**config.mk**
```make
export PLATFORM = sky130hd
export DESIGN_NAME = hBlankAudioIsland
export DESIGN_NICKNAME = d
export VERILOG_FILES = /design/src/hdl/islandPkg.sv /design/src/hdl/packetBus.sv /design/src/hdl/hBlankAudioIsland.sv /design/src/hdl/islandSequencer.sv /design/src/hdl/packetSerializer.sv /design/src/hdl/audioPacketBuilder.sv /design/src/hdl/sampleGatherer.sv
export SDC_FILE = /design/constraint.sdc
export NUM_CORES = 1
export LEC_CHECK = 0
export BUFFER_PORTS_ARGS = -buffer_cell sky130_fd_sc_hd__buf_2
export CAP_MARGIN = 20
export CORE_ASPECT_RATIO = 1.75
export CORE_MARGIN = 2
export CORE_UTILIZATION = 35
export CTS_BUF_LIST = sky130_fd_sc_hd__clkbuf_8
export DETAILED_ROUTE_END_ITERATION = 8
export GPL_TIMING_DRIVEN = 0
export SYNTH_ARGS = -nofsm -noshare
export SYNTH_HDL_FRONTEND = slang
export SYNTH_SLANG_ARGS = --single-unit
```
**constraint.sdc**
```tcl
create_clock -name pixelClock -period 10.5 [get_ports pixelClock]
set_clock_uncertainty 0.15 [all_clocks]
set_input_delay 0.525 -clock pixelClock [delete_from_list [all_inputs] [get_ports pixelClock]]
set_output_delay 0.525 -clock pixelClock [all_outputs]
set_load 0.01 [all_outputs]
```
**src/hdl/islandPkg.sv**
```systemverilog
package islandPkg;

    // One FIFO word, right sample in the upper half and left sample in the lower half
    typedef logic [31:0] audioSample_t;
    typedef logic [2:0] sampleCount_t;
    typedef logic [7:0] regenCount_t;
    // N or CTS for audio clock regeneration
    typedef logic [19:0] acrValue_t;
    typedef logic [6:0] characterIndex_t;
    typedef logic [23:0] header_t;
    typedef logic [55:0] subpacket_t;
    typedef logic [3:0] terc4Nibble_t;
    typedef logic [9:0] tmdsWord_t;

    typedef enum logic [2:0] {
        phaseGather,
        phasePreamble,
        phaseLeadGuard,
        phasePacket,
        phaseTrailGuard,
        phaseDone
    } islandPhase_e;

    // Character counts at which each part of the island begins
    localparam characterIndex_t preambleStart = 7'd16;
    localparam characterIndex_t leadGuardStart = 7'd24;
    localparam characterIndex_t samplePacketStart = 7'd26;
    localparam characterIndex_t regenPacketStart = 7'd58;
    localparam characterIndex_t trailGuardStart = 7'd90;
    localparam characterIndex_t islandFinished = 7'd92;

    localparam sampleCount_t maxLatchedSamples = 3'd4;
    localparam int packetCharacters = 32;

    // Lanes 1 and 2 send this fixed word in both guard bands
    localparam tmdsWord_t guardBandWord = 10'b0100110011;

    function automatic tmdsWord_t terc4Encode(input terc4Nibble_t nibble);
        case (nibble)
            4'h0: return 10'b1010011100;
            4'h1: return 10'b1001100011;
            4'h2: return 10'b1011100100;
            4'h3: return 10'b1011100010;
            4'h4: return 10'b0101110001;
            4'h5: return 10'b0100011110;
            4'h6: return 10'b0110001110;
            4'h7: return 10'b0100111100;
            4'h8: return 10'b1011001100;
            4'h9: return 10'b0100111001;
            4'hA: return 10'b0110011100;
            4'hB: return 10'b1011000110;
            4'hC: return 10'b1010001110;
            4'hD: return 10'b1001110001;
            4'hE: return 10'b0101100011;
            default: return 10'b1011000011;
        endcase
    endfunction

    function automatic tmdsWord_t ctlEncode(input logic [1:0] control);
        case (control)
            2'b00: return 10'b1101010100;
            2'b01: return 10'b0010101011;
            2'b10: return 10'b0101010100;
            default: return 10'b1010101011;
        endcase
    endfunction

    // BCH(64,56) and BCH(32,24) share the generator 1+x^6+x^7+x^8, fed LSB first
    function automatic logic [7:0] bchParity8(input subpacket_t data, input int bitCount);
        logic [7:0] parity;
        logic feedback;
        parity = 8'd0;
        for (int i = 0; i < $bits(subpacket_t); i++) begin
            if (i < bitCount) begin
                feedback = parity[0] ^ data[i];
                parity = (parity >> 1) ^ (feedback ? 8'b1000_0011 : 8'd0);
            end
        end
        return parity;
    endfunction

endpackage
```
**src/hdl/packetBus.sv**
```systemverilog
`timescale 1ns/1ps

// One packet's contents on their way from the builder to the serializer
interface packetBus;
    import islandPkg::*;

    header_t header;
    subpacket_t subpacket0;
    subpacket_t subpacket1;
    subpacket_t subpacket2;
    subpacket_t subpacket3;

    // The builder drives every field combinationally
    modport builder (
        output header, subpacket0, subpacket1, subpacket2, subpacket3
    );

    // The serializer samples the fields on packet start
    modport serializer (
        input header, subpacket0, subpacket1, subpacket2, subpacket3
    );

endinterface

```
**src/hdl/hBlankAudioIsland.sv**
```systemverilog
`timescale 1ns/1ps

module hBlankAudioIsland (
    input  logic pixelClock,
    input  logic reset,
    input  logic hSync,
    input  logic vSync,
    input  logic syncIsActiveLow,
    input  islandPkg::acrValue_t n,
    input  islandPkg::acrValue_t cts,
    input  islandPkg::regenCount_t samplesPerRegenPacket,
    input  logic sampleFifoEmpty,
    input  islandPkg::audioSample_t sampleFifoReadData,
    output logic sampleFifoReadEnable,
    output logic dataIslandActive,
    output islandPkg::tmdsWord_t channel0,
    output islandPkg::tmdsWord_t channel1,
    output islandPkg::tmdsWord_t channel2
);
    import islandPkg::*;

    // Timing strobes from the sequencer
    logic gatherWindow;
    logic packetStart;
    logic firstPacket;
    logic islandDone;
    // Samples waiting for the next Audio Sample packet
    audioSample_t latchedSamples [maxLatchedSamples];
    sampleCount_t latchedCount;
    logic sampleCaptured;
    terc4Nibble_t ch0Nibble;
    terc4Nibble_t ch1Nibble;
    terc4Nibble_t ch2Nibble;

    packetBus packetLink ();

    islandSequencer sequencer (
        .pixelClock(pixelClock),
        .reset(reset),
        .hSync(hSync),
        .vSync(vSync),
        .syncIsActiveLow(syncIsActiveLow),
        .ch0Nibble(ch0Nibble),
        .ch1Nibble(ch1Nibble),
        .ch2Nibble(ch2Nibble),
        .gatherWindow(gatherWindow),
        .packetStart(packetStart),
        .firstPacket(firstPacket),
        .islandDone(islandDone),
        .dataIslandActive(dataIslandActive),
        .channel0(channel0),
        .channel1(channel1),
        .channel2(channel2)
    );

    sampleGatherer gatherer (
        .pixelClock(pixelClock),
        .reset(reset),
        .gatherWindow(gatherWindow),
        .islandDone(islandDone),
        .sampleFifoEmpty(sampleFifoEmpty),
        .sampleFifoReadData(sampleFifoReadData),
        .sampleFifoReadEnable(sampleFifoReadEnable),
        .latchedSamples(latchedSamples),
        .latchedCount(latchedCount),
        .sampleCaptured(sampleCaptured)
    );

    audioPacketBuilder builder (
        .pixelClock(pixelClock),
        .reset(reset),
        .sampleCaptured(sampleCaptured),
        .islandDone(islandDone),
        .firstPacket(firstPacket),
        .latchedSamples(latchedSamples),
        .latchedCount(latchedCount),
        .n(n),
        .cts(cts),
        .samplesPerRegenPacket(samplesPerRegenPacket),
        .bus(packetLink.builder)
    );

    packetSerializer serializer (
        .pixelClock(pixelClock),
        .reset(reset),
        .packetStart(packetStart),
        .firstPacket(firstPacket),
        .hSync(hSync),
        .vSync(vSync),
        .bus(packetLink.serializer),
        .ch0Nibble(ch0Nibble),
        .ch1Nibble(ch1Nibble),
        .ch2Nibble(ch2Nibble)
    );

endmodule

```
**src/hdl/islandSequencer.sv**
```systemverilog
`timescale 1ns/1ps

module islandSequencer (
    input  logic pixelClock,
    input  logic reset,
    input  logic hSync,
    input  logic vSync,
    input  logic syncIsActiveLow,
    input  islandPkg::terc4Nibble_t ch0Nibble,
    input  islandPkg::terc4Nibble_t ch1Nibble,
    input  islandPkg::terc4Nibble_t ch2Nibble,
    output logic gatherWindow,
    output logic packetStart,
    output logic firstPacket,
    output logic islandDone,
    output logic dataIslandActive,
    output islandPkg::tmdsWord_t channel0,
    output islandPkg::tmdsWord_t channel1,
    output islandPkg::tmdsWord_t channel2
);
    import islandPkg::*;

    logic hSyncActive;
    // Set by an inactive hSync, so each sync pulse starts one island
    logic hSyncArmed;
    // High from the restart until the counter has reached its rest value
    logic islandRunning;
    characterIndex_t characterCount;
    islandPhase_e phase;

    assign hSyncActive = hSync != syncIsActiveLow;

    always_ff @(posedge pixelClock) begin
        if (reset) begin
            hSyncArmed <= 1'b0;
            islandRunning <= 1'b0;
            characterCount <= islandFinished;
        end else if (hSyncArmed && hSyncActive) begin
            hSyncArmed <= 1'b0;
            islandRunning <= 1'b1;
            characterCount <= '0;
        end else begin
            if (!hSyncActive) begin
                hSyncArmed <= 1'b1;
            end
            if (characterCount < islandFinished) begin
                characterCount <= characterCount + 1'b1;
            end else begin
                islandRunning <= 1'b0;
            end
        end
    end

    always_comb begin
        if (characterCount < preambleStart) begin
            phase = phaseGather;
        end else if (characterCount < leadGuardStart) begin
            phase = phasePreamble;
        end else if (characterCount < samplePacketStart) begin
            phase = phaseLeadGuard;
        end else if (characterCount < trailGuardStart) begin
            phase = phasePacket;
        end else if (characterCount < islandFinished) begin
            phase = phaseTrailGuard;
        end else begin
            phase = phaseDone;
        end
    end

    assign gatherWindow = phase == phaseGather;
    assign packetStart = (characterCount == samplePacketStart)
        || (characterCount == regenPacketStart);
    assign firstPacket = characterCount < regenPacketStart;
    // The counter rests at islandFinished, so the running flag limits this to one cycle
    assign islandDone = islandRunning && (characterCount == islandFinished);

    // Encoded words are registered, so they trail the counter by one cycle
    always_ff @(posedge pixelClock) begin
        if (reset) begin
            dataIslandActive <= 1'b0;
            channel0 <= '0;
            channel1 <= '0;
            channel2 <= '0;
        end else begin
            dataIslandActive <= (phase != phaseGather) && (phase != phaseDone);
            case (phase)
                phasePreamble: begin
                    // Lanes 1 and 2 announce a data island with CTL 01
                    channel0 <= ctlEncode({vSync, hSync});
                    channel1 <= ctlEncode(2'b01);
                    channel2 <= ctlEncode(2'b01);
                end
                phaseLeadGuard, phaseTrailGuard: begin
                    channel0 <= terc4Encode({2'b11, vSync, hSync});
                    channel1 <= guardBandWord;
                    channel2 <= guardBandWord;
                end
                phasePacket: begin
                    channel0 <= terc4Encode(ch0Nibble);
                    channel1 <= terc4Encode(ch1Nibble);
                    channel2 <= terc4Encode(ch2Nibble);
                end
                default: begin
                    channel0 <= '0;
                    channel1 <= '0;
                    channel2 <= '0;
                end
            endcase
        end
    end

    // The active flag follows the counter by one cycle through the island
    assert property (@(posedge pixelClock) disable iff (reset)
        dataIslandActive |-> (characterCount > preambleStart)
            && (characterCount <= islandFinished));

endmodule

```
**src/hdl/packetSerializer.sv**
```systemverilog
`timescale 1ns/1ps

module packetSerializer (
    input  logic pixelClock,
    input  logic reset,
    input  logic packetStart,
    input  logic firstPacket,
    input  logic hSync,
    input  logic vSync,
    packetBus.serializer bus,
    output islandPkg::terc4Nibble_t ch0Nibble,
    output islandPkg::terc4Nibble_t ch1Nibble,
    output islandPkg::terc4Nibble_t ch2Nibble
);
    import islandPkg::*;

    // Character within the current packet, valid after the start cycle
    logic [4:0] characterIndex;
    // Header and subpackets with their parity bytes on top
    logic [31:0] headerBits;
    logic [63:0] subpacketBits [4];
    logic headerBit;
    logic [3:0] evenBits;
    logic [3:0] oddBits;
    logic firstCharacter;

    always_ff @(posedge pixelClock) begin
        if (reset) begin
            characterIndex <= '0;
        end else if (packetStart) begin
            // Character 0 went out straight from the bus
            characterIndex <= 5'd1;
        end else begin
            characterIndex <= characterIndex + 1'b1;
        end
    end

    always_ff @(posedge pixelClock) begin
        if (packetStart) begin
            headerBits <= {bchParity8(bus.header, $bits(header_t)), bus.header};
            subpacketBits[0] <= {bchParity8(bus.subpacket0, $bits(subpacket_t)), bus.subpacket0};
            subpacketBits[1] <= {bchParity8(bus.subpacket1, $bits(subpacket_t)), bus.subpacket1};
            subpacketBits[2] <= {bchParity8(bus.subpacket2, $bits(subpacket_t)), bus.subpacket2};
            subpacketBits[3] <= {bchParity8(bus.subpacket3, $bits(subpacket_t)), bus.subpacket3};
        end
    end

    always_comb begin
        if (packetStart) begin
            // First character comes from the data bits, parity lies further up
            headerBit = bus.header[0];
            evenBits = {bus.subpacket3[0], bus.subpacket2[0], bus.subpacket1[0],
                        bus.subpacket0[0]};
            oddBits = {bus.subpacket3[1], bus.subpacket2[1], bus.subpacket1[1],
                       bus.subpacket0[1]};
        end else begin
            headerBit = headerBits[characterIndex];
            for (int i = 0; i < 4; i++) begin
                // Each character carries two bits of every subpacket
                evenBits[i] = subpacketBits[i][{characterIndex, 1'b0}];
                oddBits[i] = subpacketBits[i][{characterIndex, 1'b1}];
            end
        end
    end

    // Bit 3 of lane 0 is low only for the very first packet character of the island
    assign firstCharacter = packetStart && firstPacket;

    assign ch0Nibble = {!firstCharacter, headerBit, vSync, hSync};
    assign ch1Nibble = evenBits;
    assign ch2Nibble = oddBits;

endmodule

```
**src/hdl/audioPacketBuilder.sv**
```systemverilog
`timescale 1ns/1ps

module audioPacketBuilder (
    input  logic pixelClock,
    input  logic reset,
    input  logic sampleCaptured,
    input  logic islandDone,
    input  logic firstPacket,
    input  islandPkg::audioSample_t latchedSamples [islandPkg::maxLatchedSamples],
    input  islandPkg::sampleCount_t latchedCount,
    input  islandPkg::acrValue_t n,
    input  islandPkg::acrValue_t cts,
    input  islandPkg::regenCount_t samplesPerRegenPacket,
    packetBus.builder bus
);
    import islandPkg::*;

    // Samples sent since the last clock regeneration packet
    regenCount_t regenCount;
    logic regenDue;
    logic [3:0] samplePresent;
    subpacket_t sampleSubpackets [maxLatchedSamples];
    subpacket_t regenSubpacket;

    // Two 24-bit samples plus the V, U, C and P bits of each channel in byte 6
    function automatic subpacket_t makeSampleSubpacket(input audioSample_t sample);
        logic [15:0] left;
        logic [15:0] right;
        left = sample[15:0];
        right = sample[31:16];
        // Even parity covers the sample only since V, U and C are all zero
        return {^right, 3'b000, ^left, 3'b000, right, 8'h00, left, 8'h00};
    endfunction

    assign regenDue = regenCount >= samplesPerRegenPacket;

    always_ff @(posedge pixelClock) begin
        if (reset) begin
            regenCount <= '0;
        end else if (islandDone && regenDue) begin
            // A regeneration packet was just sent, keep the remainder
            regenCount <= regenCount - samplesPerRegenPacket;
        end else if (sampleCaptured) begin
            regenCount <= regenCount + 1'b1;
        end
    end

    always_comb begin
        for (int i = 0; i < maxLatchedSamples; i++) begin
            samplePresent[i] = latchedCount > i;
            // Subpackets with no sample behind them stay zero
            sampleSubpackets[i] = samplePresent[i] ? makeSampleSubpacket(latchedSamples[i]) : '0;
        end
    end

    // Byte 0 is zero, then CTS and N each high byte first
    assign regenSubpacket = {n[7:0], n[15:8], 4'h0, n[19:16],
                             cts[7:0], cts[15:8], 4'h0, cts[19:16], 8'h00};

    always_comb begin
        if (firstPacket) begin
            // Audio Sample packet, layout 0 and no flat samples
            bus.header = {8'h00, 4'h0, samplePresent, 8'h02};
            bus.subpacket0 = sampleSubpackets[0];
            bus.subpacket1 = sampleSubpackets[1];
            bus.subpacket2 = sampleSubpackets[2];
            bus.subpacket3 = sampleSubpackets[3];
        end else if (regenDue) begin
            // Audio Clock Regeneration packet repeats the same subpacket four times
            bus.header = 24'h000001;
            bus.subpacket0 = regenSubpacket;
            bus.subpacket1 = regenSubpacket;
            bus.subpacket2 = regenSubpacket;
            bus.subpacket3 = regenSubpacket;
        end else begin
            // Null packet
            bus.header = '0;
            bus.subpacket0 = '0;
            bus.subpacket1 = '0;
            bus.subpacket2 = '0;
            bus.subpacket3 = '0;
        end
    end

endmodule

```
**src/hdl/sampleGatherer.sv**
```systemverilog
`timescale 1ns/1ps

module sampleGatherer (
    input  logic pixelClock,
    input  logic reset,
    input  logic gatherWindow,
    input  logic islandDone,
    input  logic sampleFifoEmpty,
    input  islandPkg::audioSample_t sampleFifoReadData,
    output logic sampleFifoReadEnable,
    output islandPkg::audioSample_t latchedSamples [islandPkg::maxLatchedSamples],
    output islandPkg::sampleCount_t latchedCount,
    output logic sampleCaptured
);
    import islandPkg::*;

    // High in the cycle where the FIFO word is valid on sampleFifoReadData
    logic dataPending;
    logic readStart;

    // A new read only begins once the previous one has been captured
    assign readStart = gatherWindow && !sampleFifoEmpty && !sampleFifoReadEnable
        && !dataPending && (latchedCount < maxLatchedSamples);

    // The word is stored in the same cycle as it is valid
    assign sampleCaptured = dataPending;

    always_ff @(posedge pixelClock) begin
        if (reset) begin
            sampleFifoReadEnable <= 1'b0;
            dataPending <= 1'b0;
            latchedCount <= '0;
        end else if (islandDone) begin
            // The sample packet has gone out, start over for the next line
            sampleFifoReadEnable <= 1'b0;
            dataPending <= 1'b0;
            latchedCount <= '0;
        end else begin
            // Read pulse, then one cycle for the FIFO to present the word
            sampleFifoReadEnable <= readStart;
            dataPending <= sampleFifoReadEnable;
            if (dataPending) begin
                latchedCount <= latchedCount + 1'b1;
            end
        end
    end

    always_ff @(posedge pixelClock) begin
        if (islandDone) begin
            for (int i = 0; i < maxLatchedSamples; i++) begin
                latchedSamples[i] <= '0;
            end
        end else if (dataPending) begin
            latchedSamples[latchedCount[1:0]] <= sampleFifoReadData;
        end
    end

    // The FIFO must never see a read pulse while it reports empty
    assert property (@(posedge pixelClock) disable iff (reset)
        sampleFifoReadEnable |-> !sampleFifoEmpty);

endmodule

```
**Yosys cells after proc, flatten, opt, wreduce, memory -nomap -nowiden**

Memories as Yosys holds them, arrays and structs flattened.
Cells that the tools add are included.

- Bits in registers: 218
- RAM bits: 256
- Memory bits (read-only): 480
- Bits of input ports: 86
- Output and inout bits: 32
- Word-level logic and storage cells: 1,125
- Memories kept: 4

Memory list:

| memory | depth | width | rd ports | clocked after Yosys merged registers in | write ports | line | RTL |
|---|---|---|---|---|---|---|---|
| serializer.subpacketBits | 4 | 64 | 4 | 0 | 4 | packetSerializer.sv:21 | `logic [63:0] subpacketBits [4];` |
| (name not given) | 16 | 10 | 1 | 0 | 0 | islandPkg.sv:39 | `case (nibble)` |
| (name not given) | 16 | 10 | 1 | 0 | 0 | islandPkg.sv:39 |  |
| (name not given) | 16 | 10 | 1 | 0 | 0 | islandPkg.sv:39 |  |

- $add $sub $neg: 5
- Order comparisons: 17
- Equality and inequality tests: 12
- Multiplexer cells: 549
- Bitwise gates (word level): 487
- Reduce and logical (&&, ||, !) cells: 32

Operator list:

| kind | count |
|---|---|
| two-way mux 8 bit | 497 |
| XOR 7 x 8 -> 8 bit | 243 |
| two-way mux 56 bit | 9 |
| XOR 1 bit | 243 |
| case mux 10 bit (3 select lines) | 5 |
| bitwise mux 128 bit | 1 |
| parity 16 bit | 8 |
| demux 32 bit (select 2 bit) | 1 |
| binary-select mux 1 bit (select 5 bit) | 9 |
| two-way mux 32 bit | 1 |
| two-way mux 24 bit | 1 |
| less-than comparator 7 x 5 -> 1 bit, second input constant | 3 |
| two-way mux 1 bit | 17 |
| less-than comparator 6 x 7 -> 1 bit, second input constant | 2 |
| less-than comparator 7 bit, second input constant | 2 |
| two-way mux 7 bit | 2 |
| two-way mux 3 bit | 4 |
| logical AND 1 bit | 10 |
| adder 8 x 1 -> 8 bit, second input constant | 1 |
| >= comparator 8 bit | 1 |
| two-way mux 4 bit | 2 |
| OR reduction 2 bit | 4 |
| subtractor 8 bit | 1 |
| adder 7 x 1 -> 7 bit, second input constant | 1 |
| other kinds (27) | 34 |

**Depth between registers and ports, before layout**

- Depth in word-level cells: 225
- Depth in mapped cells: 26
- Gate-level depth less buffers: 19

**By module**

A second synthesis with hierarchy kept.

- Cell total of the unflattened synthesis: 2,634
- Area, all modules: 31,562.8 µm²

By module, submodules not included:

| module | instances | cells each | area an instance (µm²) |
|---|---|---|---|
| packetSerializer | 1 | 1,227 | 19,389.8 |
| sampleGatherer | 1 | 606 | 5,735.5 |
| audioPacketBuilder | 1 | 490 | 3,897.5 |
| islandSequencer | 1 | 311 | 2,539.9 |

**Least setup slack after synthesis**

Ideal clock, no wire load.

- Path kind: reg2reg
- Start: register sequencer.characterCount[0]
- End: register sequencer.channel2[1]
- Data arrival time: 8.052 ns
- Required time: 10.216 ns
- Path slack: 2.165 ns
- Stages on the path, launching flop included: 12
- Cells stage by stage: dfxtp_1 inv_1 ha_1 nand2_1 a211o_1 clkinv_1 a311oi_1 inv_1 ha_1 and2_0 o311ai_0 a21oi_1

- Elaborated cells between the ends (all ways): 26
- Those cells by class: order compare: 6; eq/ne: 6; mux: 11; reduce/logical: 2; memory: 1

RTL lines:

| what | line | RTL |
|---|---|---|
| start: declaration | islandSequencer.sv:28 | `characterIndex_t characterCount;` |
| start signal: assignment | islandSequencer.sv:37 | `characterCount <= islandFinished;` |
| start signal: assignment | islandSequencer.sv:47 | `characterCount <= characterCount + 1'b1;` |
| equality test 7 x 5 -> 1 bit / equality test 7 x 6 -> 1 bit (equally long branches) | islandSequencer.sv:71, islandSequencer.sv:72 |  |
| logical OR 1 bit (*) | islandSequencer.sv:72 | `\|\| (characterCount == regenPacketStart);` |
| net packetStart | hBlankAudioIsland.sv:24 | `logic packetStart;` |
| two-way mux 4 bit (*) | packetSerializer.sv:49 | `if (packetStart) begin` |
| memory (16 x 10 bit) (*) | -- |  |
| case mux 10 bit (3 select lines) (*) | islandSequencer.sv:86 | `case (phase)` |
| end signal: assignment | islandSequencer.sv:91 | `channel2 <= ctlEncode(2'b01);` |
| end signal: assignment | islandSequencer.sv:96 | `channel2 <= guardBandWord;` |
| end signal: assignment | islandSequencer.sv:101 | `channel2 <= terc4Encode(ch2Nibble);` |
| end: declaration | islandSequencer.sv:19 | `output islandPkg::tmdsWord_t channel2` |

Mark *: on every way through the listed nets, which the timed path passes. The rest lies on a longest branch.
A chain may end at the register's enable or synchronous reset.

==> impl_metrics.env <==
export IMPL_synth_area_leader_cell="edfxtp_1"
export IMPL_drt_pass1_iter_count=5
export IMPL_ir_drop_mv=0.180
export IMPL_syn_instance_count=2648
export IMPL_postRouteAntennaNets=0
export IMPL_async_flop_share=0
export IMPL_p_leak_uw=0.0114
export IMPL_synth_top_area_share=0.233
export IMPL_synth_xor_area_frac=0.226
export IMPL_coreArea_um2=71600
export IMPL_min_delay_start="samplesPerRegenPacket[1]"
export IMPL_cts_htree_levels=2
export IMPL_slew_headroom=0.207
export IMPL_path_class="reg2reg"
export IMPL_cts_tree="done"
export IMPL_ctsResizeCount=0
export IMPL_dpl_hpwl_mm=84.5
export IMPL_synth_simple_area_share=0.147
export IMPL_synth_fp_nets=2772
export IMPL_cap_viol_max_count=0
export IMPL_hold_class="in2reg"
export IMPL_ys_warn_count=0
export IMPL_rrSetupSlack_ns=2.46
export IMPL_drive_gt1_frac=0.122
export IMPL_die_h_um=359
export IMPL_cts_root_buf="clkbuf_8"
export IMPL_final_util=0.404
export IMPL_synth_fa_ha_area_frac=0.0191
export IMPL_intPower_uw=3790
export IMPL_nNetsFinal=2994
export IMPL_drtIter0Drc=1671
export IMPL_initial_utilization=0.353
export IMPL_sw_frac_of_total=0.403
export IMPL_synth_top_family_by_area="XOR/XNOR gates"
export IMPL_r2r_cells=25
export IMPL_place_inst=3696
export IMPL_worstReg2RegEnd="serializer.subpacketBits[2][57]"
export IMPL_port_buffers=115
export IMPL_area_growth_pct=14.4
export IMPL_synth_area_um2=25200
export IMPL_finalSetupViolCount=0
export IMPL_io_pin_count=118
export IMPL_synthFlopType="edfxtp_1"
export IMPL_hold_path_depth=3
export IMPL_synth_ff_latch_count=382
export IMPL_postCtsSetupRepairBufs=0
export IMPL_cp_max_fo=10
export IMPL_vias=21100
export IMPL_startpoint_type="register"
export IMPL_die_x_um=207
export IMPL_grt_max_degree=97
export IMPL_clk_pin_slew_ns=0.07
export IMPL_synth_compound_area_frac=0.135
export IMPL_track_usage=0.273
export IMPL_placed_area_um2=27100
export IMPL_gp_congestion=1.04
export IMPL_synth_area_mux_share=0.0526
export IMPL_avgSynthCellArea_um2=9.53
export IMPL_drc=0
export IMPL_period_minus_slack_ns=8.04
export IMPL_via_per_inst=5.47
export IMPL_power_density_nw_per_um2=220
export IMPL_overflow=0
export IMPL_p_sw_uw=2560
export IMPL_rows=130
export IMPL_instances_no_fill=3847
export IMPL_required_ns=10.78
export IMPL_antenna_found_initial=3
export IMPL_stdcell_area_um2=28900
export IMPL_synth_edf_count=196
export IMPL_wl_mm=104
export IMPL_cts_max_path_buffers=3
export IMPL_fp_dieArea_um2=74400
export IMPL_tightest_slew_ns=1.19
export IMPL_status="complete, no violations"
export IMPL_critPathArrivalTime_ns=8.32
export IMPL_grt_pass1_vias=21200
export IMPL_fmax_ghz=0.124
export IMPL_fin_crit_sh=0.766
export IMPL_cts_buffers=59
export IMPL_ys_types=98
export IMPL_whs_endpoint="builder.regenCount[1]"
export IMPL_wl_per_cell_um=27.0
export IMPL_clk_latency_ns=0.73
export IMPL_clkSinkCount=382
export IMPL_rsz0062_at_grt="no"
export IMPL_finalHoldViolCount=0
export IMPL_crit_path_end_kind="register"
export IMPL_timing_rr_start="builder.regenCount[0]"
export IMPL_seq_area_frac_synth=0.381
export IMPL_netlist_top_cells_area="edfxtp_1 (23%), dfxtp_1 (15%), xnor2_1 (13%), nand2_1 (7.4%), a21oi_1 (4.2%)"
export IMPL_slew_viol_final=0
export IMPL_seqPwrFrac=0.356
export IMPL_p_clk_frac=0.233
export IMPL_pwr_share_comb=0.412
export IMPL_grt_pass1_wl_mm=147
-- sequential cells by signal, indices dropped and copies added, names as in the netlist --
name                           count
serializer.characterIndex          5
serializer.headerBits             14
gatherer.sampleFifoReadEnable      1
sequencer.dataIslandActive         1
sequencer.channel0                10
sequencer.characterCount           7
sequencer.channel2                10
serializer.subpacketBits         182
gatherer.latchedCount              3
gatherer.latchedSamples          128
sequencer.channel1                10
gatherer.sampleCaptured            1
sequencer.hSyncArmed               1
sequencer.islandRunning            1
builder.regenCount                 8
-- timing repair --
action                                 4_1_cts  5_1_grt
endpoints found under the hold margin      127        0
setup endpoints to repair                    0        0
hold buffers                                36        0
-- power groups by stage --
stage	Sequential [µW]	Combinational, µW	Clock (µW)
6_report	2260	2620	1480
5_1_grt	2280	2750	1550
2_1_floorplan	2090	1810	0
3_3_place_gp	2260	2520	0
4_1_cts	2240	2560	1500
3_5_place_dp	2270	2550	0
-- layout make-up --
cell class                      instances  area (µm²)
Fill cell                            7369       42700
Multi-Input combinational cell       2028       14700
Sequential cell                       382        9610
Tap cell                              924        1160
Timing Repair Buffer                  161        1090
Clock buffer                           70         963
Buffer                                160         682
Clock inverter                         41         422
Inverter                               78         300
Antenna cell                            3        7.51
-- per-layer routing --
metal / wire, µm / vias to the layer above / part of all wire / global-route usage
met4: 11200 / 0 / 0.11 / 0.243
li1: - / 9696 / - / -
met2: 51200 / 922 / 0.49 / 0.480
met5: 0 / - / 0 / 0
met1: 35700 / 10100 / 0.34 / 0.284
met3: 5740 / 348 / 0.055 / 0.0350
-- critical path, cell delays in order (launching register included) --
cell and delay (ns):
dfxtp_1 0.42, inv_1 0.07, ha_1 0.22, fa_1 0.41
nand2b_1 0.19, a21o_1 0.21, nand3_1 0.12, buf_2 0.26
nand2_1 0.12, buf_4 0.22, inv_4 0.25, clkbuf_1 0.75
buf_4 0.43, buf_4 0.30, buf_2 0.36, buf_4 0.34
buf_2 0.36, buf_1 0.74, nand2_1 0.33, o21ai_0 0.36
o21ai_0 0.22, xnor2_1 0.17, xnor2_1 0.17, xnor2_1 0.28
xnor2_1 0.14, xnor2_1 0.14
-- worst max-delay path by stage --
stage	start	endpoint	slack [ns]	depth (start not counted)
6_report	builder.regenCount[0]	serializer.subpacketBits[2][57]	2.46	25
5_1_grt	builder.regenCount[0]	serializer.subpacketBits[1][57]	2.41	25
4_1_cts	builder.regenCount[0]	serializer.subpacketBits[1][57]	2.66	25
3_5_place_dp	samplesPerRegenPacket[0]	serializer.subpacketBits[1][57]	2.53	25
3_3_place_gp	sequencer.characterCount[0]	sequencer.channel2[7]	-1.15	13
2_1_floorplan	sequencer.characterCount[0]	sequencer.channel2[1]	2.16	11
-- cells in the final DEF (no fill, tap or decap), types with 22 or more instances in the layout --
| cell | synthesis | final |
|---|---|---|
| xor2_1 | 102 | 102 |
| ha_1 | 37 | 37 |
| nand2_1 | 501 | 501 |
| xnor3_1 | 46 | 46 |
| dlygate4sd3_1 | 0 | 36 |
| nor2_1 | 124 | 124 |
| o21ai_0 | 78 | 78 |
| clkbuf_8 | 0 | 70 |
| dfxtp_1 | 186 | 186 |
| xnor2_1 | 373 | 373 |
| a21oi_1 | 211 | 211 |
| buf_2 | 19 | 135 |
| edfxtp_1 | 196 | 196 |
| clkbuf_1 | 120 | 120 |
| inv_1 | 68 | 81 |
| nand2b_1 | 22 | 22 |
| nand3_1 | 40 | 40 |
| mux4_2 | 46 | 46 |
| nor3_1 | 31 | 31 |
| a22o_1 | 31 | 31 |
| and2_1 | 33 | 33 |
-- synthesized netlist by cell type, drive strengths merged (14+ instances only) --
master / number
xor3: 14
nand3: 42
and2: 34
buf: 39
o21ai: 88
nor2: 124
a211oi: 17
edfxtp: 196
nor3: 32
nand2: 502
nor2b: 21
dfxtp: 186
ha: 37
a221oi: 18
mux4: 46
mux2i: 21
xnor3: 49
xor2: 102
clkbuf: 121
xnor2: 380
nand2b: 22
o211ai: 15
nand4: 17
inv: 77
a21oi: 211
a22o: 31
or3: 14
-- through the flow --
| stage | hold slack (ns) | total power [µW] | setup TNS (ns) | setup slack (ns) |
|---|---|---|---|---|
| CTS | 0.0375 | 6300 | 0 | 2.66 |
| global placement | 0.317 | 4780 | -9.62 | -1.15 |
| global route | 0.0665 | 6580 | 0 | 2.41 |
| floorplan | 0.306 | 3900 | 0 | 2.16 |
| detailed placement | 0.326 | 4820 | 0 | 2.53 |
| finish | 0.0922 | 6350 | 0 | 2.46 |
-- kinds of logic after synthesis --
kind of cell	Yosys count
flip-flops	382
XOR/XNOR	545
AND/OR/NAND/NOR	846
buffers and inverters	238
AO/OA/AOI/OAI	525
multiplexers	74
adder cells (fa/ha/maj)	38
No activity file was read; power rests on OpenSTA's default activity.
